## config.mk

```make
export PLATFORM = sky130hd
export DESIGN_NAME = ahbLiteDecoder
export DESIGN_NICKNAME = d
export VERILOG_FILES = /design/src/hw/ahbLitePkg.sv /design/src/hw/ahbLiteDecoder.sv
export SDC_FILE = /design/constraint.sdc
export NUM_CORES = 1
export LEC_CHECK = 0
export BUFFER_PORTS_ARGS = -buffer_cell sky130_fd_sc_hd__buf_2
export CAP_MARGIN = 20
export CORE_AREA = 5 5 42 44
export DETAILED_ROUTE_END_ITERATION = 6
export DIE_AREA = 0 0 47 49
export GPL_TIMING_DRIVEN = 0
export MAX_ROUTING_LAYER = met4
export PLACE_DENSITY = 0.5
export SLEW_MARGIN = 20
export SYNTH_ARGS = -nofsm -noshare
export SYNTH_HDL_FRONTEND = slang
export SYNTH_SLANG_ARGS = --single-unit
```

## constraint.sdc

```tcl
create_clock -name vclk -period 1.5
set_clock_uncertainty 0.15 [all_clocks]
set_input_delay 0.15 -clock vclk [all_inputs]
set_output_delay 0.15 -clock vclk [all_outputs]
set_load 0.01 [all_outputs]
```

## src/hw/ahbLitePkg.sv

```systemverilog
package ahbLitePkg;

    // Bus encodings ------------------------
    typedef enum logic [1:0] {
        idle   = 2'b00,
        busy   = 2'b01,
        nonSeq = 2'b10,
        seq    = 2'b11
    } hTransE;

    typedef enum logic [2:0] {
        sizeByte = 3'b000,
        sizeHalf = 3'b001,
        sizeWord = 3'b010
    } hSizeE;

    typedef enum logic [1:0] {
        slaveRam     = 2'd0,
        slaveGpio    = 2'd1,
        slaveTimer   = 2'd2,
        slaveDefault = 2'd3                         // Must stay the top position
    } slaveIdE;

    // Memory map ---------------------------
    localparam int slaveCount   = 4;
    localparam int ramAddrWidth = 10;               // 1 KB, 256 words
    localparam int windowBits   = 12;               // 4 KB peripheral window
    localparam int gpioWidth    = 32;

    localparam logic [31:0] ramBase   = 32'h0000_0000;
    localparam logic [31:0] gpioBase  = 32'h4000_0000;
    localparam logic [31:0] timerBase = 32'h4000_1000;

    localparam logic [windowBits-1:0] gpioOutOfs     = 12'h000;
    localparam logic [windowBits-1:0] gpioDirOfs     = 12'h004;
    localparam logic [windowBits-1:0] gpioInOfs      = 12'h008;
    localparam logic [windowBits-1:0] timerLoadOfs   = 12'h000;
    localparam logic [windowBits-1:0] timerCtrlOfs   = 12'h004;
    localparam logic [windowBits-1:0] timerValueOfs  = 12'h008;
    localparam logic [windowBits-1:0] timerStatusOfs = 12'h00C;

    // Helpers shared by the slaves ---------
    function automatic logic isActive(hTransE trans);
        return (trans == nonSeq) || (trans == seq);  // Busy and idle carry no data
    endfunction

    function automatic logic [3:0] byteLanes(hSizeE size, logic [1:0] addrLow);
        logic [3:0] lanes;
        case (size)
            sizeByte: lanes = 4'b0001 << addrLow;
            sizeHalf: lanes = addrLow[1] ? 4'b1100 : 4'b0011;
            default:  lanes = 4'b1111;
        endcase
        return lanes;
    endfunction

    function automatic logic [31:0] laneMask(logic [3:0] lanes);
        logic [31:0] mask;
        for (int i = 0; i < 4; i++) begin
            mask[i*8 +: 8] = {8{lanes[i]}};         // Byte enable to bit mask
        end
        return mask;
    endfunction

endpackage

```

## src/hw/ahbLiteDecoder.sv

```systemverilog
`timescale 1ns/1ps

module ahbLiteDecoder (
    input  logic [31:0]                      hAddr,
    output logic [ahbLitePkg::slaveCount-1:0] hSel
);
    import ahbLitePkg::*;

    logic ramHit;                                           // Inside the 1 KB RAM only
    logic gpioHit;
    logic timerHit;

    // Region compares ----------------------
    assign ramHit   = (hAddr[31:ramAddrWidth] == ramBase[31:ramAddrWidth]);
    assign gpioHit  = (hAddr[31:windowBits] == gpioBase[31:windowBits]);
    assign timerHit = (hAddr[31:windowBits] == timerBase[31:windowBits]);

    // Regions are disjoint, default takes the rest
    assign hSel[slaveRam]     = ramHit;
    assign hSel[slaveGpio]    = gpioHit;
    assign hSel[slaveTimer]   = timerHit;
    assign hSel[slaveDefault] = !(ramHit || gpioHit || timerHit);   // Holes and RAM beyond 1 KB

endmodule

```

Word level (Yosys, flattened, before mapping) --
Index checks and enable logic that the tools add are counted.
Operators by class: equal/unequal tests 2, reduce and logical (&&, ||, !) cells 4
Operators by type and width (count):
- == test 20 x 19 -> 1 bit, second input constant | 2
- logical NOT 22 bit | 1
- logical OR 1 bit | 2
- logical NOT 1 bit | 1
Word-level totals: register bits 0, bits of input ports 32, output and inout bits 4, logic and storage cells 6

Logic depth before layout (Yosys ltp) --
depth after elaboration 4, gate-level depth with buffers 4, depth with buffers taken out 3

Least setup slack after synthesis --
OpenSTA, ideal clock, no wires.
path kind input port to output port, from input port hAddr[20], to output port hSel[1] in the netlist's numbering, arrival 1017 ps, required time 1200 ps, setup slack 183 ps, stages on the path 4, path buffers 1, path through nor4_1 nand4_1 nor4b_1 buf_4
Between the ends: longest elaborated chain between the ends 1
Ends and longest elaborated chain:
- start, declared | line ahbLiteDecoder.sv:4 | input logic [31:0] hAddr,
- == test 20 x 19 -> 1 bit | line ahbLiteDecoder.sv:15 | assign gpioHit = (hAddr[31:windowBits] == gpioBase[31:windowBits]);
- end, declared | line ahbLiteDecoder.sv:5 | output logic [ahbLitePkg::slaveCount-1:0] hSel
Every way passes these cells.

Worst setup path in the final report --
from input port hAddr[13], to output port hSel[3] in the netlist's numbering
Between the ends: longest elaborated chain between the ends 4, elaborated cells on any way between the ends 6, classes of those cells eq/ne: 2; reduce/logical: 4
Ends and longest elaborated chain:
- == test 20 x 19 -> 1 bit or logical NOT 22 bit (tied branches) | line ahbLiteDecoder.sv:15, ahbLiteDecoder.sv:14
- logical OR 1 bit | line ahbLiteDecoder.sv:22 | assign hSel[slaveDefault] = !(ramHit || gpioHit || timerHit);
- logical OR 1 bit * | line ahbLiteDecoder.sv:22
- logical NOT 1 bit * | line ahbLiteDecoder.sv:22
Mark *: on every way between the ends. The rest lies on a longest branch, timed or not.

==> reports/results.tsv <==
metric	value	unit
synth_area	110.1	µm²
cts_setup_buffers	0	
crit_buf_inv	2	
grt_max_degree	5	
io_buffers	26	
place.gp.congestion	0.7099	
pwr-share-clk	0	
drive_above_1_share	0.7561	
cpLargestDelayFamily	simple AND/OR/NAND/NOR gates	
critPathArrivalTime	1.21	ns
setup_viol	2	
switching_power	18.28	µW
drt_iter0_markers	0	
worst_setup_path_start_kind	input pin	
multi_input_area	115.1	µm²
internal_power	33.08	µW
synthCells	17	
setup.worst_path.end_class	output port	
p_sw_frac	0.3559	
path_max_fanout	4	
fmax	661.8	MHz
max_stage_delay	0.35	ns
num-nets-final	75	
yosys.area.top_type	buf_4	
ant_nets	0	
dieArea	2303	µm²
leakage	0.1364	nW
drc	0	
ir_drop	0.02825	mV
dieWidth	47	µm
path_cells	buf_8, nor4_4, nand4_1, or3_1, buf_2	
min_period	1.511	ns
num_rows	14	
syn_to_final_growth	179.5	%
start_util	0.07857	
power.share.combinational	1.000	
synth_nets	49	
violations	negative setup slack	
hold_class	input pin to output port	
maxSlewHeadroom	0.8485	
crit_start	hAddr[13]	
seq_power_share	0	
min_from	hAddr[12]	
hpwl	498.2	µm
clkbuf_count	0	
worstPathRequired	1.20	ns
gr-total-overflow	0	
antenna_found_initial	0	
outcome	complete, but fails checks	
n_antenna_cell	0	
syn_avg_cell_area	6.477	µm²
nFillCells	169	
worstMarginPinSlew	0.2252	ns
regArea	0	µm²
p_per_area	166.9	nW/µm²
wl_per_cell	9.860	µm
first_pass_iters	1	
rsz0062_at_grt	yes	
yosysWarnings	0	
period_share	1.007	
fin_tns_setup	-0.01446	ns
cp_slowest_cell	or3_1	
fin_ws	-0.01092	ns
die_h	49	µm
hold_buffers	0	
path_class	input pin to output port	
p_total	51.36	µW
vias	228	
viasPerCell	4.000	
max-cap-violations	0	
maxSlewViolCount	0	
io_pins	36	
core_area	1401	µm²
seq_cell_count	0	
grt_pass1_vias	196	
grt.total_usage	0.04317	
grt_pass1_wl	752	µm
seq_area_frac_synth	0	
final-hold-violation-count	0	
yosys.area.top_type_share	0.2045	
synth.distinct_cells	9	
wl	562	µm
ys_top_cells_by_area	buf_4 (20%), nor4_1 (17%), or3_1 (17%)	
==> cells by family after synthesis <==
kind of cell           synth area share
buffers and inverters            0.2045
and+or+nand+nor                  0.7954
==> synthesized netlist by cell type <==
cell type	n
buf_4	3
nand2_1	1
nand4_1	1
nor2_1	1
nor3_1	3
nor4_1	3
nor4_2	1
nor4b_1	1
or3_1	3
==> per-layer routing <==
metal | vias up | global-route usage | share of wire
met2 | 9 | 0.09050 | 0.63
met5 | - | - | 0
met1 | 104 | 0.04130 | 0.23
met4 | 0 | 0 | 0
met3 | 0 | 0.003690 | 0.14
li1 | 115 | - | -
==> path summary, 6_finish.rpt <==
check	cells after the start	endpoint	slack [ns]
hold / removal	3	hSel[1]	0.45
setup / recovery	5	hSel[3]	-0.01
==> worst min-delay path, delay by kind of cell <==
family / cells / cell delay (ns)
AND/OR/NAND/NOR: 1 / 0.05
buffers and inverters: 2 / 0.25
==> timing repair <==
action                                  4_1_cts  5_1_grt
endpoints found under the setup margin        4        4
gates resized for setup                       8        3
pin swaps                                     8        3
==> cells in the final DEF (no fill, tap or decap) <==
cell / instances
buf_2: 21
buf_6: 4
nor3_1: 3
or3_1: 3
nor4_2: 2
nor4_4: 1
nand4_1: 1
nor4_1: 1
nor4b_2: 1
nand2_1: 1
nor2_1: 1
buf_4: 1
buf_8: 1
==> per-stage QoR <==
step	hold slack (ns)	cell area, µm²	setup slack (ns)	cells	util
after global placement	0.5522	260.3	-0.1606	59	0.1857
after detailed placement	0.5520	260.3	-0.1569	59	0.1857
final	0.4540	307.8	-0.01092	57	0.2196
after global routing	0.4711	307.8	-0.07558	57	0.2196
after CTS	0.4586	297.8	-0.02689	57	0.2125
after floorplan	0.3041	110.1	0.1828	17	-
==> power groups by stage <==
stage	sequential [mW]	clock (mW)	combinational (mW)
after floorplan	0	0	0.00673
after global placement	0	0	0.0372
after detailed placement	0	0	0.0382
after CTS	0	0	0.0507
after global routing	0	0	0.0564
final	0	0	0.0514
==> layout make-up <==
type / instances / share of cell area
well taps: 16 / 0.06504
multi-input cells: 14 / 0.3740
plain buffers: 1 / 0.02439
repair buffers: 26 / 0.5366
(Power assumes the default switching activity.)
