$ cat src/hw/ahbLitePkg.sv
package ahbLitePkg;

    // Bus encodings ------------------------
    typedef enum logic [1:0] {
        idle   = 2'b00,
        busy   = 2'b01,
        nonSeq = 2'b10,
        seq    = 2'b11
    } hTransE;

    typedef enum logic [2:0] {
        sizeByte = 3'b000,
        sizeHalf = 3'b001,
        sizeWord = 3'b010
    } hSizeE;

    typedef enum logic [1:0] {
        slaveRam     = 2'd0,
        slaveGpio    = 2'd1,
        slaveTimer   = 2'd2,
        slaveDefault = 2'd3                         // Must stay the top position
    } slaveIdE;

    // Memory map ---------------------------
    localparam int slaveCount   = 4;
    localparam int ramAddrWidth = 10;               // 1 KB, 256 words
    localparam int windowBits   = 12;               // 4 KB peripheral window
    localparam int gpioWidth    = 32;

    localparam logic [31:0] ramBase   = 32'h0000_0000;
    localparam logic [31:0] gpioBase  = 32'h4000_0000;
    localparam logic [31:0] timerBase = 32'h4000_1000;

    localparam logic [windowBits-1:0] gpioOutOfs     = 12'h000;
    localparam logic [windowBits-1:0] gpioDirOfs     = 12'h004;
    localparam logic [windowBits-1:0] gpioInOfs      = 12'h008;
    localparam logic [windowBits-1:0] timerLoadOfs   = 12'h000;
    localparam logic [windowBits-1:0] timerCtrlOfs   = 12'h004;
    localparam logic [windowBits-1:0] timerValueOfs  = 12'h008;
    localparam logic [windowBits-1:0] timerStatusOfs = 12'h00C;

    // Helpers shared by the slaves ---------
    function automatic logic isActive(hTransE trans);
        return (trans == nonSeq) || (trans == seq);  // Busy and idle carry no data
    endfunction

    function automatic logic [3:0] byteLanes(hSizeE size, logic [1:0] addrLow);
        logic [3:0] lanes;
        case (size)
            sizeByte: lanes = 4'b0001 << addrLow;
            sizeHalf: lanes = addrLow[1] ? 4'b1100 : 4'b0011;
            default:  lanes = 4'b1111;
        endcase
        return lanes;
    endfunction

    function automatic logic [31:0] laneMask(logic [3:0] lanes);
        logic [31:0] mask;
        for (int i = 0; i < 4; i++) begin
            mask[i*8 +: 8] = {8{lanes[i]}};         // Byte enable to bit mask
        end
        return mask;
    endfunction

endpackage

$ cat src/hw/ahbLiteGpio.sv
`timescale 1ns/1ps

module ahbLiteGpio (
    input  logic                             HCLK,
    input  logic                             rst,
    input  logic                             hSel,
    input  logic [31:0]                      hAddr,
    input  ahbLitePkg::hTransE               hTrans,
    input  logic                             hWrite,
    input  ahbLitePkg::hSizeE                hSize,
    input  logic [31:0]                      hWData,
    input  logic                             hReady,
    output logic [31:0]                      hRData,
    output logic                             hReadyOut,
    output logic                             hResp,
    input  logic [ahbLitePkg::gpioWidth-1:0] gpioIn,
    output logic [ahbLitePkg::gpioWidth-1:0] gpioOut,
    output logic [ahbLitePkg::gpioWidth-1:0] gpioOe
);
    import ahbLitePkg::*;

    logic                    accept;
    logic                    wrPending;
    logic [windowBits-1:2]   regAddr;               // Word offset in window
    logic [3:0]              laneEn;
    logic [31:0]             wMask;
    logic [gpioWidth-1:0]    dataOut;
    logic [gpioWidth-1:0]    direction;             // 1 drives the pin
    logic [gpioWidth-1:0]    syncStage;
    logic [gpioWidth-1:0]    dataIn;

    assign accept = hSel && hReady && isActive(hTrans);
    assign wMask  = laneMask(laneEn);

    // Address phase capture ----------------
    always_ff @(posedge HCLK) begin
        if (rst) begin
            wrPending <= 1'b0;
        end else if (hReady) begin
            wrPending <= accept && hWrite;
        end
    end

    always_ff @(posedge HCLK) begin
        if (accept) begin
            regAddr <= hAddr[windowBits-1:2];
            laneEn  <= byteLanes(hSize, hAddr[1:0]);
        end
    end

    // Registers, dataIn offset ignored on write
    always_ff @(posedge HCLK) begin
        if (rst) begin
            dataOut   <= '0;
            direction <= '0;                        // All inputs out of reset
        end else if (wrPending && hReady) begin
            if (regAddr == gpioOutOfs[windowBits-1:2]) begin
                dataOut <= (dataOut & ~wMask[gpioWidth-1:0])
                         | (hWData[gpioWidth-1:0] & wMask[gpioWidth-1:0]);
            end
            if (regAddr == gpioDirOfs[windowBits-1:2]) begin
                direction <= (direction & ~wMask[gpioWidth-1:0])
                           | (hWData[gpioWidth-1:0] & wMask[gpioWidth-1:0]);
            end
        end
    end

    // Two-flop input synchronizer ----------
    always_ff @(posedge HCLK) begin
        syncStage <= gpioIn;
        dataIn    <= syncStage;
    end

    always_comb begin
        case (regAddr)
            gpioOutOfs[windowBits-1:2]: hRData = 32'(dataOut);
            gpioDirOfs[windowBits-1:2]: hRData = 32'(direction);
            gpioInOfs[windowBits-1:2]:  hRData = 32'(dataIn);
            default:                    hRData = 32'h0000_0000;
        endcase
    end

    assign gpioOut   = dataOut;                     // Pad logic applies gpioOe
    assign gpioOe    = direction;
    assign hReadyOut = 1'b1;
    assign hResp     = 1'b0;

endmodule

$ cat config.mk
export PLATFORM = sky130hd
export DESIGN_NAME = ahbLiteGpio
export DESIGN_NICKNAME = d
export VERILOG_FILES = /design/src/hw/ahbLitePkg.sv /design/src/hw/ahbLiteGpio.sv
export SDC_FILE = /design/constraint.sdc
export NUM_CORES = 1
export LEC_CHECK = 0
export ABC_AREA = 0
export BUFFER_PORTS_ARGS = -buffer_cell sky130_fd_sc_hd__buf_4
export CAP_MARGIN = 10
export CORE_AREA = 2 2 114 116
export DETAILED_ROUTE_END_ITERATION = 10
export DIE_AREA = 0 0 116 118
export GPL_ROUTABILITY_DRIVEN = 1
export GPL_TIMING_DRIVEN = 0
export PLACE_DENSITY = 0.73
export SLEW_MARGIN = 20
export SYNTH_ARGS = -nofsm -noshare
export SYNTH_HDL_FRONTEND = slang
export SYNTH_SLANG_ARGS = --single-unit
$ cat constraint.sdc
create_clock -name HCLK -period 2.15 [get_ports HCLK]
set_input_delay 0.1075 -clock HCLK [delete_from_list [all_inputs] [get_ports HCLK]]
set_output_delay 0.1075 -clock HCLK [all_outputs]
set_load 0.005 [all_outputs]
Word-level counts from Yosys, hierarchy flattened
Cells that the tools add are included.

storage, ports and cells
  latch bits = 0
  RAM bits = 0
  register bits = 143
  bits in read-only memories = 0
  memories kept = 0
  input bits = 106
  output and inout port bits = 98

cells by class
  equality and inequality tests = 5
  bitwise gates (word level) = 6
  div/mod/pow operators = 0
  $mul = 0
  shifts and indexed selects = 1
  reductions and logical operators = 9
  add/sub/neg operators = 0
  $lt $le $gt $ge = 0
  muxes and demuxes = 3

operators with widths
  operator                                                            count
  32-bit bitwise AND                                                  3
  32-bit case mux with 3 select lines                                 1
  32-bit OR                                                           2
  32-bit NOT                                                          1
  10-bit by 1-bit == test with 1-bit output (second input constant)   1
  10-bit by 2-bit == test with 1-bit output (second input constant)   1
  10-bit logical NOT                                                  1
  4-bit case mux with 2 select lines                                  1
  2-bit == test (second input constant)                               2
  1-bit logical AND                                                   4
  4-bit two-way mux                                                   1
  2-bit AND reduction                                                 2
  1-bit by 2-bit << shifter with 4-bit output (first input constant)  1
  3-bit by 1-bit == test with 1-bit output (second input constant)    1
  3-bit logical NOT                                                   1
  1-bit logical OR                                                    1

Longest topological paths before layout
Gate-level depths: netlist (run 1).

  depth in word-level cells = 4
  gate-level depth with buffers = 6
  gate-level depth less buffers = 3

Worst setup path after synthesis (run 1)
OpenSTA, ideal clock, no wires.

  path kind = register -> register
  start point = register regAddr[9] (netlist bit)
  end point = register with a tool-made name
  setup slack = 0.143 ns
  clock period less this slack = 2.007 ns
  cell stages (with the launch flop) = 6
  data required time = 2.078 ns
  arrival = 1.935 ns
  path through = edfxtp_1 or4_4 buf_6 buf_8 nor4_4 mux2i_1

RTL lines
  what                      line               source
  start: declaration        ahbLiteGpio.sv:24  logic [windowBits-1:2] regAddr;
  start signal: assignment  ahbLiteGpio.sv:46  regAddr <= hAddr[windowBits-1:2];

Worst setup path in the final report (run 1)
  start point = register regAddr[4] (netlist bit)
  end point = output hRData[0]

between the ends
  cells in the longest elaborated chain, start to end = 2
  elaborated cells on any way between the ends = 4
  classes of those cells = eq/ne (2); mux (1); reduce/logical (1)

ends and longest elaborated chain
  what                                                               line               source
  10-bit by 2-bit == test with 1-bit output (tied with other cells)  ahbLiteGpio.sv:75  case (regAddr)
  32-bit case mux with 3 select lines *                              ahbLiteGpio.sv:75
  end: declaration                                                   ahbLiteGpio.sv:13  output logic [31:0] hRData,

Every way passes the cells marked *; elsewhere a longest branch is shown, timed or not.

==> results of run 1 <==
==> placed cells by master, fill, tap and decap left out, types with 11 or more instances in the layout <==
cell type and count:
buf_4 197, a221o_1 32, edfxtp_1 14, inv_1 33
mux2i_1 61, nor4_2 11, dlygate4sd3_1 79, clkbuf_16 18
clkbuf_1 13, nand2b_1 99, nor4_4 19, dfxtp_1 129
==> cells in the mapped netlist <==
cell type  instances  area, um^2
a21oi_1            1        5.00
nor3_2             2        20.0
or4_1              5        37.5
clkbuf_1          20        75.1
edfxtp_1          14         420
and3_1             1        6.26
nor4_4             4        85.1
buf_2              8        40.0
nand3_1            4        20.0
nand2_1            1        3.75
buf_1              2        7.51
nand2b_1          99         619
inv_1             33         124
or4_4              1        11.3
dfxtp_1          129        2580
conb_1             2        7.51
nor2_1             2        7.51
mux2i_1           64         641
nor4_1            32         200
a221o_1           32         320
buf_4              3        22.5
o21ai_0            4        20.0
buf_8              1        15.0
buf_6              2        22.5
nor2b_1            1        6.26
or2_2              1        6.26
==> metal layers <==
| metal | GRT usage | routed length (um) | vias to the layer above |
|---|---|---|---|
| li1 | - | - | 2233 |
| met1 | 0.278 | 6690 | 2272 |
| met2 | 0.426 | 8940 | 183 |
| met3 | 0.0623 | 883 | 39 |
| met4 | 0.141 | 525 | 0 |
| met5 | 0 | 0 | - |
==> repair_timing <==
action / 4_1_cts / 5_1_grt
gates cloned: 3 / 1
hold buffers: 79 / 0
buffers inserted: 14 / 6
pin swaps: 9 / 16
resized for setup: 86 / 30
hold endpoints to repair: 107 / 0
setup endpoints to repair: 72 / 88
==> how the worst max path moves through the flow <==
stage | from | to | slack [ps]
3_3_place_gp | regAddr[5]$_DFFE_PN_ | hRData[25] | -300
4_1_cts | regAddr[6]$_DFFE_PN_ | hRData[1] | -350
5_1_grt | regAddr[4]$_DFFE_PN_ | hRData[18] | -430
6_report | regAddr[4]$_DFFE_PN_ | hRData[0] | -390
3_5_place_dp | regAddr[5]$_DFFE_PN_ | hRData[25] | -330
2_1_floorplan | regAddr[9]$_DFFE_PN_ | flip-flop | 140
==> power groups by stage <==
stage	logic (mW)	registers, mW	clock network [mW]
6_report	0.440	2.79	3.05
5_1_grt	0.466	2.79	3.21
4_1_cts	0.419	2.79	3.09
3_5_place_dp	0.267	2.85	0
3_3_place_gp	0.263	2.84	0
2_1_floorplan	0.112	2.84	0
==> worst reg2reg max path, cell delays in order, from the launching register on <==
cell	delay (ps)
edfxtp_1	350
or4_4	590
buf_12	180
buf_4	160
nor4_4	310
buf_12	190
mux2i_2	240
==> cell type report <==
class | instances | area, um^2
flip-flops and latches | 143 | 3000
plain buffers | 34 | 333
fillers | 843 | 3370
clock buffers | 21 | 450
clock inverters | 10 | 161
inverters | 33 | 124
well taps | 172 | 215
multi-input cells | 256 | 2350
repair buffers | 282 | 2410
==> cell families (layout without fill, tap and decap cells) <==
kind of cell           Yosys count  in the layout  share of synthesized area
AOI/OAI and AO/OA               37             37                     0.0648
buffers and inverters           69            380                     0.0576
DFF                            143            143                      0.564
muxes                           64             64                      0.120
other                            2              2                    0.00141
and+or+nand+nor                153            153                      0.192
==> through the flow <==
stage / power (mW) / util / instance area [um^2] / setup TNS [ps] / instances
2_1_floorplan: 2.95 / - / 5330 / 0 / 468
3_3_place_gp: 3.11 / 0.555 / 6890 / -13610 / 819
3_5_place_dp: 3.11 / 0.555 / 6890 / -15070 / 819
4_1_cts: 6.30 / 0.717 / 8900 / -11110 / 945
5_1_grt: 6.47 / 0.729 / 9040 / -12420 / 951
6_report: 6.28 / 0.729 / 9040 / -10180 / 951
==> flow_summary_export.csv, run 1 <==
group,metric,value,unit
floorplanning,coreArea,12400,um^2
global_routing,track_usage,0.249,
timing,slew_headroom,0.579,
placed_design,post-place-ws,-329,ps
finish,diodes,0,
critical_path,crit_family,"simple AND/OR/NAND/NOR gates",
timing,drv_slew,0,
clocking,cts-root-buf,"clkbuf_16",
critical_path,critPathMaxFanout,7,
hold_path,hold_start,"hWData[26]",
timing,fin_skew,7.37,ps
power,switching_share,0.205,
timing,hold_viol,0,
power,cellPowerDensity,695,nW/um^2
power,p_sw,1.29,mW
global_routing,grt_max_degree,17,
logic_synthesis,postSynthAreaPerCell,11.4,um^2
clocking,htree_num_levels,4,
power,pwr-share-seq,0.444,
timing,period_share,1.18,
power,p_leak,4.08,nW
timing,final.setup.worst_slack,-386,ps
clocking,cts_made_buffers,17,
floorplanning,die_w,116,um
power,internal-power,4.99,mW
clocking,cts_max_path_buffers,2,
critical_path,crit_type,"flip-flop to primary output",
detailed_routing,avgRoutedWirePerCell,17.9,um
detailed_routing,drtIter0Drc,262,
logic_synthesis,synth_area,5330,um^2
critical_path,path_common_cell,"buf_6",
clocking,cts_tree,"yes",
timing,rsz0062_at_grt,"true",
global_routing,grt_pass1_wl,25500,um
timing,setup_violations,32,
logic_synthesis,yosysWarnings,0,
floorplanning,start_util,0.429,
detailed_routing,vias,4727,
hold_path,min_path_type,"primary input to flip-flop",
critical_path,path_buf_inv,4,
detailed_routing,remaining_drc_errors,0,
critical_path,reg2reg_slack,60,ps
timing,post-route-min-period,2540,ps
power,pwr-share-comb,0.070,
logic_synthesis,ys_ff_latch,143,
hold_path,hold_depth,3,
detailed_routing,wl,17000,um
power,clock_power_share,0.486,
placed_design,routabilityCongestion,0.822,
timing,fmax,0.394,GHz
run_status,status,"complete, but fails checks",
floorplanning,io-pin-count,204,
floorplanning,row_count,41,
clocking,clock_latency,430,ps
global_routing,grt_pass1_vias,4956,
timing,hold_slack,4.35,ps
critical_path,critical_path.slowest_cell,"or4_4",
detailed_routing,final_antenna_net_count,0,
critical_path,path_cells,"or4_4, buf_12, nor3_4, buf_6, buf_6, a221o_1, buf_4",
critical_path,cp-end-kind,"primary output",
detailed_routing,dr.pass1.iters,5,
floorplanning,die_y,118,um
critical_path,slowest_delay,590,ps
placed_design,hpwl,10600,um
critical_path,arrival,2430,ps
logic_synthesis,synth.distinct_cells,26,
finish,layout.nets,873,
placed_design,io_buffers,179,
timing,worst_slew_pin_slew,632,ps
critical_path,crit_required,2040,ps
detailed_routing,post_drt_via_cell_ratio,4.97,
clocking,cts.clk_slew.worst_paths,60,ps
critical_path,rr_startpoint,"regAddr[4]$_DFFE_PN_",
clocking,cts_sinks,143,
finish,drive_gt1_frac,0.377,
job,maxCapViolations,0,
logic_synthesis,ys_seq_area_frac,0.564,
finish,syn_to_final_growth,69.8,%
critical_path,start_kind,"flip-flop",
power,vdd_drop_max,0.568,mV
global_routing,antenna_found_initial,0,
floorplanning,die_area,13700,um^2
critical_path,r2r.worst_path.cells,6,
global_routing,overflow,0,
logic_synthesis,synthCells,468,
critical_path,path_depth,7,
logic_synthesis,synth_fp_nets,574,
run_status,violations,"setup timing",
Power figures use the tool's default switching activity.
==> run 2: changes to the inputs <==
--- a/config.mk
+++ b/config.mk
@@ -8,12 +8,12 @@
 export ABC_AREA = 0
 export BUFFER_PORTS_ARGS = -buffer_cell sky130_fd_sc_hd__buf_4
 export CAP_MARGIN = 10
-export CORE_AREA = 2 2 114 116
+export CORE_AREA = 2 2 112 114
 export DETAILED_ROUTE_END_ITERATION = 10
-export DIE_AREA = 0 0 116 118
+export DIE_AREA = 0 0 114 116
 export GPL_ROUTABILITY_DRIVEN = 1
-export GPL_TIMING_DRIVEN = 0
 export PLACE_DENSITY = 0.73
+export RECOVER_POWER = 25
 export SLEW_MARGIN = 20
 export SYNTH_ARGS = -nofsm -noshare
 export SYNTH_HDL_FRONTEND = slang
==> constraint.sdc (replaced) <==
create_clock -name HCLK -period 2.5 [get_ports HCLK]
set_input_delay 0.125 -clock HCLK [delete_from_list [all_inputs] [get_ports HCLK]]
set_output_delay 0.125 -clock HCLK [all_outputs]
set_load 0.005 [all_outputs]
==> flow_summary_export.csv, run 2 (same netlist as run 1, synthesis figures left out) <==
group,metric,value,unit
run_status,status,"complete, no violations",
detailed_routing,drtIter0Drc,240,
global_routing,antenna_found_initial,0,
critical_path,cp-end-kind,"primary output",
timing,worst_slew_pin_slew,705,ps
critical_path,critPathMaxFanout,13,
critical_path,reg2reg_slack,200,ps
finish,finalNonFillerCells,878,
clocking,cts_max_path_buffers,2,
placed_design,routabilityCongestion,0.783,
placed_design,post-place-ws,135,ps
global_routing,grt_pass1_wl,24000,um
floorplanning,die_y,116,um
global_routing,grt_pass1_vias,4716,
timing,post-route-min-period,2420,ps
timing,hold_viol,0,
detailed_routing,final_antenna_net_count,0,
finish,n_fill_cell,874,
clocking,htree_num_levels,4,
timing,period_share,0.970,
timing,slew_headroom,0.530,
global_routing,overflow,0,
timing,drv_slew,0,
timing,fin_skew,5.18,ps
critical_path,start_kind,"flip-flop",
job,maxCapViolations,0,
hold_path,min_path_type,"primary input to flip-flop",
power,p_leak,3.73,nW
finish,fin_area,8180,um^2
floorplanning,row_count,40,
critical_path,crit_required,2380,ps
detailed_routing,post_drt_via_cell_ratio,5.16,
power,power,5.30,mW
placed_design,io_buffers,180,
finish,layout.nets,824,
critical_path,rr_startpoint,"regAddr[10]$_DFFE_PN_",
clocking,cts_tree,"yes",
critical_path,crit_type,"flip-flop to primary output",
clocking,cts.clk_slew.worst_paths,60,ps
critical_path,r2r.worst_path.cells,5,
finish,layout_commonest_cell,"buf_4",
global_routing,grt_max_degree,98,
finish,syn_to_final_growth,53.5,%
finish,post-route-util,0.687,
detailed_routing,wl,15400,um
power,cellPowerDensity,648,nW/um^2
finish,drive_gt1_frac,0.343,
detailed_routing,avgRoutedWirePerCell,17.6,um
floorplanning,io-pin-count,204,
finish,diodes,0,
power,vdd_drop_max,0.544,mV
detailed_routing,dr.pass1.iters,4,
floorplanning,start_util,0.447,
floorplanning,die_area,13200,um^2
floorplanning,coreArea,11900,um^2
timing,hold_slack,8.11,ps
detailed_routing,remaining_drc_errors,0,
hold_path,hold_depth,3,
hold_path,hold_start,"hWData[31]",
finish,layout_common_cells,"buf_4, dfxtp_1, nand2b_1, mux2i_1, dlygate4sd3_1",
timing,setup_tns,0,ps
placed_design,hpwl,9500,um
clocking,cts_sinks,143,
critical_path,arrival,2300,ps
placed_design,placed_area,6840,um^2
placed_design,placed_cells,778,
clocking,cts-root-buf,"clkbuf_16",
detailed_routing,vias,4528,
global_routing,track_usage,0.239,
timing,setup_violations,0,
timing,final.setup.worst_slack,75.5,ps
timing,rsz0062_at_grt,"false",
floorplanning,die_w,114,um
clocking,cts_made_buffers,17,
timing,fmax,0.412,GHz
clocking,clock_latency,420,ps
run 2: area by class of cell:
class / instances / area, um^2 / area share
multi-input combinational: 257 / 2080 / 0.255
timing repair buffer: 266 / 2170 / 0.265
inverter: 33 / 124 / 0.0151
tap: 147 / 184 / 0.0225
clock inverter: 13 / 160 / 0.0196
clock buffer: 19 / 454 / 0.0555
sequential: 143 / 3000 / 0.367
run 2: critical path: stages (launching register included):
cell      delay, ps
edfxtp_1        400
buf_4           160
or4_4           690
nor4_2          330
a221o_1         180
buf_4           110
run 2: how the worst max path moves through the flow:
stage | startpoint | end | slack, ps | depth (start not counted)
after floorplan | regAddr[9]$_DFFE_PN_ | flip-flop | 490 | 5
after global placement | regAddr[5]$_DFFE_PN_ | flip-flop | 180 | 5
after detailed placement | regAddr[5]$_DFFE_PN_ | flip-flop | 140 | 5
after CTS | regAddr[10]$_DFFE_PN_ | hRData[30] | 0.2 | 5
after global routing | regAddr[10]$_DFFE_PN_ | hRData[19] | 6 | 5
final | regAddr[10]$_DFFE_PN_ | hRData[25] | 80 | 5
run 2: repair_timing:
item / CTS / global route
pin swaps: 1 / 1
gates resized for setup: 6 / 7
hold buffers: 62 / 0
cloned: 1 / 0
endpoints found under the hold margin: 69 / 0
setup buffers: 1 / 4
endpoints found under the setup margin: 32 / 32
run 2: routing by layer:
| metal | global-route usage | vias up | part of all wire |
|---|---|---|---|
| li1 | - | 2134 | - |
| met1 | 0.277 | 2178 | 0.41 |
| met2 | 0.409 | 188 | 0.51 |
| met3 | 0.0659 | 28 | 0.067 |
| met4 | 0.119 | 0 | 0.017 |
| met5 | 0 | - | 0 |
run 2: where the power goes:
part | leakage (nW) | internal, mW | total [mW] | switching, mW
clock network | 0.299 | 1.63 | 2.59 | 0.963
registers | 1.20 | 2.38 | 2.40 | 0.0197
logic | 2.23 | 0.191 | 0.307 | 0.117
