$ cat src/hw/ahbLitePkg.sv
package ahbLitePkg;

    // Bus encodings ------------------------
    typedef enum logic [1:0] {
        idle   = 2'b00,
        busy   = 2'b01,
        nonSeq = 2'b10,
        seq    = 2'b11
    } hTransE;

    typedef enum logic [2:0] {
        sizeByte = 3'b000,
        sizeHalf = 3'b001,
        sizeWord = 3'b010
    } hSizeE;

    typedef enum logic [1:0] {
        slaveRam     = 2'd0,
        slaveGpio    = 2'd1,
        slaveTimer   = 2'd2,
        slaveDefault = 2'd3                         // Must stay the top position
    } slaveIdE;

    // Memory map ---------------------------
    localparam int slaveCount   = 4;
    localparam int ramAddrWidth = 10;               // 1 KB, 256 words
    localparam int windowBits   = 12;               // 4 KB peripheral window
    localparam int gpioWidth    = 32;

    localparam logic [31:0] ramBase   = 32'h0000_0000;
    localparam logic [31:0] gpioBase  = 32'h4000_0000;
    localparam logic [31:0] timerBase = 32'h4000_1000;

    localparam logic [windowBits-1:0] gpioOutOfs     = 12'h000;
    localparam logic [windowBits-1:0] gpioDirOfs     = 12'h004;
    localparam logic [windowBits-1:0] gpioInOfs      = 12'h008;
    localparam logic [windowBits-1:0] timerLoadOfs   = 12'h000;
    localparam logic [windowBits-1:0] timerCtrlOfs   = 12'h004;
    localparam logic [windowBits-1:0] timerValueOfs  = 12'h008;
    localparam logic [windowBits-1:0] timerStatusOfs = 12'h00C;

    // Helpers shared by the slaves ---------
    function automatic logic isActive(hTransE trans);
        return (trans == nonSeq) || (trans == seq);  // Busy and idle carry no data
    endfunction

    function automatic logic [3:0] byteLanes(hSizeE size, logic [1:0] addrLow);
        logic [3:0] lanes;
        case (size)
            sizeByte: lanes = 4'b0001 << addrLow;
            sizeHalf: lanes = addrLow[1] ? 4'b1100 : 4'b0011;
            default:  lanes = 4'b1111;
        endcase
        return lanes;
    endfunction

    function automatic logic [31:0] laneMask(logic [3:0] lanes);
        logic [31:0] mask;
        for (int i = 0; i < 4; i++) begin
            mask[i*8 +: 8] = {8{lanes[i]}};         // Byte enable to bit mask
        end
        return mask;
    endfunction

endpackage

$ cat src/hw/ahbLiteTimer.sv
`timescale 1ns/1ps

module ahbLiteTimer (
    input  logic               HCLK,
    input  logic               rst,
    input  logic               hSel,
    input  logic [31:0]        hAddr,
    input  ahbLitePkg::hTransE hTrans,
    input  logic               hWrite,
    input  ahbLitePkg::hSizeE  hSize,
    input  logic [31:0]        hWData,
    input  logic               hReady,
    output logic [31:0]        hRData,
    output logic               hReadyOut,
    output logic               hResp,
    output logic               irq
);
    import ahbLitePkg::*;

    logic                  accept;
    logic                  wrPending;
    logic                  regWrite;
    logic [windowBits-1:2] regAddr;
    logic [3:0]            laneEn;
    logic [31:0]           wMask;
    logic [31:0]           loadReg;
    logic [31:0]           loadNext;                // Load after lane merge
    logic [31:0]           counter;
    logic                  enable;
    logic                  irqEnable;
    logic                  pending;

    assign accept   = hSel && hReady && isActive(hTrans);
    assign regWrite = wrPending && hReady;
    assign wMask    = laneMask(laneEn);
    assign loadNext = (loadReg & ~wMask) | (hWData & wMask);

    // Address phase capture ----------------
    always_ff @(posedge HCLK) begin
        if (rst) begin
            wrPending <= 1'b0;
        end else if (hReady) begin
            wrPending <= accept && hWrite;
        end
    end

    always_ff @(posedge HCLK) begin
        if (accept) begin
            regAddr <= hAddr[windowBits-1:2];
            laneEn  <= byteLanes(hSize, hAddr[1:0]);
        end
    end

    // Counter and control ------------------
    always_ff @(posedge HCLK) begin
        if (rst) begin
            loadReg   <= '0;
            counter   <= '0;
            enable    <= 1'b0;
            irqEnable <= 1'b0;
            pending   <= 1'b0;
        end else begin
            if (regWrite && regAddr == timerCtrlOfs[windowBits-1:2]) begin
                if (wMask[0]) begin
                    enable    <= hWData[0];
                    irqEnable <= hWData[1];
                end
            end
            if (regWrite && regAddr == timerStatusOfs[windowBits-1:2] && wMask[0] && hWData[0]) begin
                pending <= 1'b0;                    // W1C, a same-edge reload wins
            end
            if (regWrite && regAddr == timerLoadOfs[windowBits-1:2]) begin
                loadReg <= loadNext;
                counter <= loadNext;                // Restart period
            end else if (enable) begin
                if (counter == 32'd0) begin
                    counter <= loadReg;             // Period is load plus 1
                    pending <= 1'b1;
                end else begin
                    counter <= counter - 32'd1;
                end
            end
        end
    end

    always_comb begin
        case (regAddr)
            timerLoadOfs[windowBits-1:2]:   hRData = loadReg;
            timerCtrlOfs[windowBits-1:2]:   hRData = {30'd0, irqEnable, enable};
            timerValueOfs[windowBits-1:2]:  hRData = counter;
            timerStatusOfs[windowBits-1:2]: hRData = {31'd0, pending};
            default:                        hRData = 32'h0000_0000;
        endcase
    end

    assign irq       = pending && irqEnable;
    assign hReadyOut = 1'b1;
    assign hResp     = 1'b0;

endmodule

$ cat config.mk
export PLATFORM = sky130hd
export DESIGN_NAME = ahbLiteTimer
export DESIGN_NICKNAME = d
export VERILOG_FILES = /design/src/hw/ahbLitePkg.sv /design/src/hw/ahbLiteTimer.sv
export SDC_FILE = /design/constraint.sdc
export NUM_CORES = 1
export LEC_CHECK = 0
export BUFFER_PORTS_ARGS = -buffer_cell sky130_fd_sc_hd__buf_2
export CAP_MARGIN = 20
export CORE_MARGIN = 3
export CORE_UTILIZATION = 59
export CTS_CLUSTER_SIZE = 40
export DETAILED_ROUTE_END_ITERATION = 6
export PLACE_DENSITY = 0.94
export SKIP_LAST_GASP = 1
export SLEW_MARGIN = 10
export SYNTH_ARGS = -nofsm -noshare
export SYNTH_HDL_FRONTEND = slang
export SYNTH_SLANG_ARGS = --single-unit
$ cat constraint.sdc
create_clock -name HCLK -period 6 [get_ports HCLK]
set_input_delay 0.6 -clock HCLK [delete_from_list [all_inputs] [get_ports HCLK]]
set_output_delay 0.6 -clock HCLK [all_outputs]
set_load 0.02 [all_outputs]
# [Word-level counts from Yosys, hierarchy flattened]
# Cells that the tools add are included.
[op_classes] add_sub_neg=1 eq_ne=6 shift=1 mux=10 bitwise=4 n_reduce_logical=16
[op_table] cell="$pmux 32 s4" n=1
[op_table] cell="$mux 32" n=3
[op_table] cell="$and 32x32->32" n=2
[op_table] cell="$logic_not 32->1" n=1
[op_table] cell="$not 32->32" n=1
[op_table] cell="$or 32x32->32" n=1
[op_table] cell="$sub 32x1->32 const B" n=1
[op_table] cell="$eq 10x2->1 const B" n=2
[op_table] cell="$eq 10x1->1 const B" n=1
[op_table] cell="$logic_and 1x1->1" n=10
[op_table] cell="$logic_not 10->1" n=1
[op_table] cell="$pmux 4 s2" n=1
[op_table] cell="$eq 2x2->1 const B" n=2
[op_table] cell="$mux 1" n=4
[op_table] cell="$mux 4" n=1
[op_table] cell="$shl 1x2->4 const A" n=1
[op_table] cell="$eq 3x1->1 const B" n=1
[op_table] cell="$logic_not 3->1" n=1
[op_table] cell="$reduce_and 2->1" n=1
[op_table] cell="$reduce_bool 2->1" n=1
[op_table] cell="$logic_or 1x1->1" n=1
[totals] register_bits=82 in_bits=74 output_inout_bits=35 word_cells=46

# [Longest topological paths before layout]
# Gate-level depths: netlist of run 1.
[logic_depth] ltp_word=8 mapped_depth=9 ltp_nobuf=8

# [Worst setup path after synthesis of run 1]
# No wires, ideal clock.
[synth_path] kind="reg-to-output" startpoint="reg regAddr[9] (netlist bit)" endpoint="out hRData[10]" arrival_ns=1.688 t_required_ns=5.400 slack_ns=3.712 stages_incl_launch_ff=6 path_cell_list="edfxtp_1 > nor4_1 > nand2_1 > nor3b_1 > clkbuf_1 > a22o_1"
[synth_between] elab_chain_len=2
[synth_lines] item="start: declaration" line_no="ahbLiteTimer.sv:23" rtl="logic [windowBits-1:2] regAddr;"
[synth_lines] item="start signal: assignment" line_no="ahbLiteTimer.sv:49" rtl="regAddr <= hAddr[windowBits-1:2];"
[synth_lines] item="$eq 10x2->1 (tied with other cells)" line_no="ahbLiteTimer.sv:87" rtl="case (regAddr)"
[synth_lines] item="$pmux 32 s4 (*)" line_no="ahbLiteTimer.sv:87"
[synth_lines] item="end: declaration" line_no="ahbLiteTimer.sv:13" rtl="output logic [31:0] hRData,"
# Every way passes the cells marked *; elsewhere a longest branch is shown, timed or not.

# [Worst setup path after layout of run 1]
[layout_path] startpoint="reg counter[8]" endpoint="reg counter[27]"
[layout_between] elab_chain_len=4
[layout_lines] item="start: declaration" line_no="ahbLiteTimer.sv:28" rtl="logic [31:0] counter;"
[layout_lines] item="start signal: assignment" line_no="ahbLiteTimer.sv:74" rtl="counter <= loadNext;"
[layout_lines] item="start signal: assignment" line_no="ahbLiteTimer.sv:77" rtl="counter <= loadReg;"
[layout_lines] item="start signal: assignment" line_no="ahbLiteTimer.sv:80" rtl="counter <= counter - 32'd1;"
[layout_lines] item="$sub 32x1->32 or $logic_not 32->1 (tied branches)" line_no="ahbLiteTimer.sv:80, ahbLiteTimer.sv:76"
[layout_lines] item="$mux 32 (*)" line_no="ahbLiteTimer.sv:76" rtl="if (counter == 32'd0) begin"
[layout_lines] item="$mux 32 (*)" line_no="ahbLiteTimer.sv:75" rtl="end else if (enable) begin"
[layout_lines] item="$mux 32 (*)" line_no="ahbLiteTimer.sv:72" rtl="if (regWrite && regAddr == timerLoadOfs[windowBits-1:2]) begin"
# Every way passes the cells marked *; elsewhere a longest branch is shown, timed or not. The select of a mux whose other input is x is not followed.
# A chain may end at the register's enable or synchronous reset.

==> results.json, run 1 <==
{
  "dieArea_mm2": 0.00968,
  "postCtsSetupRepairBufs": 0,
  "antenna_cells": 0,
  "fmax_mhz": 324,
  "setup_tns_ns": 0,
  "regToRegSetupSlack_ns": 2.92,
  "start_util": 0.610,
  "vias": 5322,
  "startpoint_type": "flop",
  "finalPower_uw": 1110,
  "finalHoldWorstSlack_ns": 0.399,
  "startpoint": "counter[8]",
  "critical_path_buf_inv_count": 0,
  "path_max_fanout": 22,
  "worstMarginPinSlew_ns": 0.964,
  "critical_path_arrival_ns": 3.33,
  "grt_max_degree": 73,
  "nNetsFinal": 750,
  "path_class": "flop to flop",
  "max_stage_delay_ns": 0.86,
  "reg2reg_depth": 6,
  "final_hold_viol_count": 0,
  "synth_edf_count": 14,
  "ios": 109,
  "rsz0062_at_grt": "no",
  "grt.total_usage": 0.304,
  "clk_pin_slew_worst_paths_ns": 0.10,
  "clk-insertion-delay-late_ns": 0.37,
  "setup.worst_path.end_class": "flop",
  "cts-hold-fix-buffers": 0,
  "cap_viol_max_count": 0,
  "synthToLayoutAreaGrowth_pct": 11.8,
  "die_h_um": 98.4,
  "yosysWarnings": 0,
  "ys_ff_latch": 82,
  "portBuffers": 85,
  "avgSynthCellArea_um2": 8.03,
  "drc": 0,
  "syn-num-nets": 703,
  "layout-drive-gt1-share": 0.190,
  "cp_top_family": "simple AND/OR/NAND/NOR gates",
  "rows": 33,
  "first_pass_iters": 5,
  "layout_commonest_cell": "nand2_1",
  "finalCritPeriodShare": 0.514,
  "syn_inst": 627,
  "drt_iter0_markers": 422,
  "wl_um": 15300,
  "route.detailed.wl_per_inst_um": 19.5,
  "slew_headroom": 0.356,
  "required_ns": 6.25,
  "viasPerCell": 6.79,
  "synth.distinct_cells": 67,
  "grt-ovfl-total": 0,
  "postSynth.asyncResetShare": 0,
  "yosysSeqAreaShare": 0.354,
  "cts_tree": "built",
  "cts_resized": 0,
  "n_fill_cell": 673,
  "grt_pass1_vias": 4992,
  "drv_slew": 0,
  "p_leak_uw": 0.00209,
  "clkSinkCount": 82,
  "hold_path.class": "input port to flop",
  "grt_pass1_wl_um": 24200,
  "globalplace.congestion": 0.898,
  "ant_nets": 0,
  "skew_ns": 0.0155,
  "reg2reg_to": "counter[27]",
  "worstSetupEndpoint": "counter[27]",
  "ir_drop_mv": 0.129,
  "clock_path_buffers": 2,
  "most-common-layout-cells": "nand2_1, buf_2, dfxtp_1",
  "antenna_found_initial": 0,
  "synth.cell_area_mm2": 0.00504,
  "synth_flop_cell": "dfxtp_1",
  "outcome": "finished, final reports clean",
  "crit_slowest_cell": "nor2_2",
  "ctsRootBufferMaster": "clkbuf_8",
  "r2r_start": "counter[8]",
  "cp_num_cells": 6,
  "cellPowerDensity_mw_per_mm2": 197,
  "hpwl_um": 10300,
  "cp_cell_sequence": "nor4_4, nand4_1, nor2_2, nand2_1, o31ai_1, nor3_1",
  "setup_viol": 0,
  "htreeDepth": 3,
  "die-width_um": 98.4,
  "period_needed_ns": 3.08,
  "core_mm2": 0.00826,
  "cts_inserted_buffers": 9
}
[state kept, by name, indices dropped and copies added, names as in the netlist]
register,flops
wrPending,1
irqEnable,1
regAddr,10
loadReg,32
laneEn,4
counter,32
enable,1
pending,1
[worst min path at each step]
stage                      startpoint     endpoint  slack [ns]  cells after the start
after global routing         hAddr[9]   regAddr[9]        0.39                      1
after CTS                   hAddr[10]  regAddr[10]        0.40                      1
after global placement    loadReg[13]  loadReg[13]        0.46                      2
after floorplan           loadReg[13]  loadReg[13]        0.45                      2
after detailed placement  loadReg[31]  loadReg[31]        0.48                      2
final                       hAddr[10]  regAddr[10]        0.40                      1
[cell usage after synthesis, drive strengths merged, types with 3 or more instances]
cell	number	area, um2
a21oi	66	330
and3	5	31.3
o22ai	3	18.8
or4	7	56.3
a22o	31	273
clkbuf	43	161
nor2b	11	68.8
o21ai	28	140
nor4	23	201
xnor2	7	61.3
a221oi	4	35.0
nand4	10	62.6
edfxtp	14	420
dfxtp	68	1360
a31oi	14	87.6
nor2	40	155
nand2	92	345
o31ai	5	42.5
mux2i	23	230
buf	14	88.8
o211ai	8	60.1
and2	5	31.3
a211oi	25	198
and4	3	26.3
inv	12	45.0
nor3	21	110
o21a	3	22.5
a311oi	4	35.0
[metal layers]
| metal | part of all wire | wire [um] | global-route usage | vias to the layer above |
|---|---|---|---|---|
| li1 | - | - | - | 2437 |
| met1 | 0.40 | 6120 | 0.402 | 2452 |
| met2 | 0.47 | 7140 | 0.489 | 379 |
| met3 | 0.11 | 1650 | 0.0507 | 54 |
| met4 | 0.027 | 413 | 0.130 | 0 |
| met5 | 0 | 0 | 0 | - |
[layout make-up]
cell class,instances,area (um2),area share
well taps,105,131,0.0233
clock buffers,9,124,0.0220
repair buffers,93,493,0.0876
inverters,12,45.0,0.00800
clock inverters,7,85.1,0.0151
flip-flops and latches,82,1780,0.316
multi-input cells,476,2970,0.528
[power by group]
part / switching [uW] / internal [uW]
combinational: 65.4 / 39.9
sequential: 9.99 / 565
clock: 227 / 200
[cell families after synthesis]
logic type               Yosys count  synth area share
XOR/XNOR                           9            0.0156
AO/OA/AOI/OAI                    205             0.272
multiplexers                      26            0.0546
buffers and inverters             69            0.0586
other                              2           0.00149
flip-flops                        82             0.354
adder cells (fa/ha/maj)            2           0.00497
AND/OR/NAND/NOR                  232             0.239
[stage by stage]
step           instance area (um2)  utilization  std cells  worst slack (ns)
3_5_place_dp                  5410        0.655        767              3.04
3_3_place_gp                  5410        0.655        767              3.09
2_1_floorplan                 5040            -        627              3.71
4_1_cts                       5620        0.680        783              3.03
6_report                      5630        0.682        784              2.92
5_1_grt                       5630        0.682        784              2.73
Power figures use the tool's default switching activity.
==> run 2, diff against run 1 <==
--- a/config.mk
+++ b/config.mk
@@ -8,10 +8,10 @@
 export BUFFER_PORTS_ARGS = -buffer_cell sky130_fd_sc_hd__buf_2
 export CAP_MARGIN = 20
 export CORE_MARGIN = 3
-export CORE_UTILIZATION = 59
+export CORE_UTILIZATION = 50
 export CTS_CLUSTER_SIZE = 40
 export DETAILED_ROUTE_END_ITERATION = 6
-export PLACE_DENSITY = 0.94
+export PLACE_DENSITY = 0.85
 export SKIP_LAST_GASP = 1
 export SLEW_MARGIN = 10
 export SYNTH_ARGS = -nofsm -noshare
==> constraint.sdc (replaced) <==
create_clock -name HCLK -period 2.7 [get_ports HCLK]
set_input_delay 0.27 -clock HCLK [delete_from_list [all_inputs] [get_ports HCLK]]
set_output_delay 0.27 -clock HCLK [all_outputs]
set_load 0.02 [all_outputs]
==> run 2 against run 1 <==
Compared with the run above:
- clock-buffer cell count did not move
- clock power rose by 120%
- die area rose by 17%
- sequential power rose by 120%
- non-clock buffer count rose by 11
- setup slack got worse by 2.7 ns
- routed wire length fell by 0.63%
- critical path type is now flop to output port
- largest cell class unchanged
- largest power group unchanged
==> results.json, run 2 (same netlist as run 1, synthesis figures left out) <==
{
  "outcome": "finished, final reports clean",
  "dieArea_mm2": 0.0113,
  "fmax_mhz": 401,
  "vias": 5284,
  "antenna_cells": 0,
  "cap_viol_max_count": 0,
  "skew_ns": 0.0110,
  "multi_input_area_mm2": 0.00297,
  "die-width_um": 106,
  "die_h_um": 106,
  "n_fill_cell": 915,
  "use_met2": 0.419,
  "synthToLayoutAreaGrowth_pct": 14.7,
  "clkSinkCount": 82,
  "clk-insertion-delay-late_ns": 0.37,
  "grt.total_usage": 0.271,
  "clock_path_buffers": 2,
  "startpoint_type": "flop",
  "nNetsFinal": 761,
  "setup_tns_ns": 0,
  "clk_pin_slew_worst_paths_ns": 0.09,
  "htreeDepth": 3,
  "required_ns": 2.43,
  "wl_um": 15200,
  "grt-ovfl-total": 0,
  "critical_path_arrival_ns": 2.22,
  "hold_path.class": "input port to flop",
  "drt_iter0_markers": 463,
  "cts_resized": 0,
  "setup_viol": 0,
  "first_pass_iters": 5,
  "path_max_fanout": 30,
  "setup.worst_path.end_class": "output port",
  "grt_pass1_vias": 4942,
  "seqCellArea_mm2": 0.00178,
  "final_hold_viol_count": 0,
  "cellPowerDensity_mw_per_mm2": 424,
  "switching_share": 0.268,
  "portBuffers": 85,
  "start_util": 0.515,
  "cts_tree": "built",
  "layout-drive-gt1-share": 0.203,
  "power.switching_uw": 656,
  "cp_top_family": "simple AND/OR/NAND/NOR gates",
  "crit_slowest_cell": "edfxtp_1",
  "ir_drop_mv": 0.286,
  "rows": 36,
  "p_leak_uw": 0.00215,
  "viasPerCell": 6.42,
  "finalPower_uw": 2450,
  "max_stage_delay_ns": 0.39,
  "globalplace.congestion": 0.907,
  "finalCritPeriodShare": 0.924,
  "core_mm2": 0.00977,
  "drc": 0,
  "seqPwrFrac": 0.522,
  "cp_cell_sequence": "nor4_1, nand2_1, nor3b_2, buf_8, a22o_1, buf_2",
  "utilization": 0.591,
  "place_area_mm2": 0.00557,
  "met3_usage": 0.0461,
  "fin_area_mm2": 0.00578,
  "power.internal_uw": 1790,
  "p_comb_frac": 0.101,
  "pwr-share-clk": 0.378,
  "grt_max_degree": 39,
  "period_needed_ns": 2.49,
  "cts-hold-fix-buffers": 0,
  "path_class": "flop to output port",
  "drv_slew": 0,
  "hpwl_um": 10800,
  "postCtsSetupRepairBufs": 0,
  "worstMarginPinSlew_ns": 0.812,
  "antenna_found_initial": 0,
  "slew_headroom": 0.459,
  "cts_inserted_buffers": 9,
  "grt.busiest_layer": "met2",
  "ios": 109,
  "largestRegisters": "counter: 32 flops, loadReg: 32 flops, regAddr: 10 flops",
  "critical_path_buf_inv_count": 2,
  "most-common-layout-cells": "nand2_1, buf_2, dfxtp_1",
  "ant_nets": 0,
  "grt_pass1_wl_um": 25000,
  "rsz0062_at_grt": "no",
  "route.detailed.wl_per_inst_um": 18.5,
  "ctsRootBufferMaster": "clkbuf_8",
  "layout_commonest_cell": "nand2_1",
  "use_met1": 0.377
}
==> run 2: changes by cell type in the layout (fill, tap and decap cells not counted), sizes merged <==
| cell | delta |
|---|---|
| buf | +11 |
==> run 2: layer usage <==
layer / up-vias / wire length [um]
met3: 43 / 1200
met2: 281 / 6960
met5: - / 0
li1: 2452 / -
met1: 2508 / 6580
met4: 0 / 493
==> run 2: through the flow <==
stage,instances,setup WS (ns),hold slack (ns)
floorplan,627,0.593,0.369
finish,823,0.206,0.0731
global placement,807,0.348,0.447
CTS,823,0.114,0.0665
detailed placement,807,0.308,0.448
global route,823,0.00864,0.0572
==> run 2: layout make-up <==
cell class,instances,share of cell area
clock buffers,9,0.0214
clock inverters,7,0.0130
multi-input cells,476,0.514
well taps,133,0.0288
flip-flops and latches,82,0.308
inverters,12,0.00779
repair buffers,104,0.107
==> run 2: worst paths after layout <==
| path | startpoint | end | slack [ns] | cells past startpoint |
|---|---|---|---|---|
| worst max-delay path | regAddr[5] | hRData[15] | 0.21 | 6 |
| worst min-delay path | hAddr[10] | regAddr[10] | 0.07 | 1 |
| worst min register to register | loadReg[14] | loadReg[14] | 0.49 | 2 |
| worst max register to register | counter[0] | counter[2] | 0.22 | 10 |
==> run 2: power by group through the flow <==
| stage | Combinational, uW | Clock, uW | Sequential, uW |
|---|---|---|---|
| after floorplan | 156 | 0 | 1290 |
| after global placement | 237 | 0 | 1300 |
| after detailed placement | 240 | 0 | 1310 |
| after CTS | 241 | 934 | 1280 |
| after global routing | 268 | 986 | 1280 |
| final | 247 | 924 | 1280 |
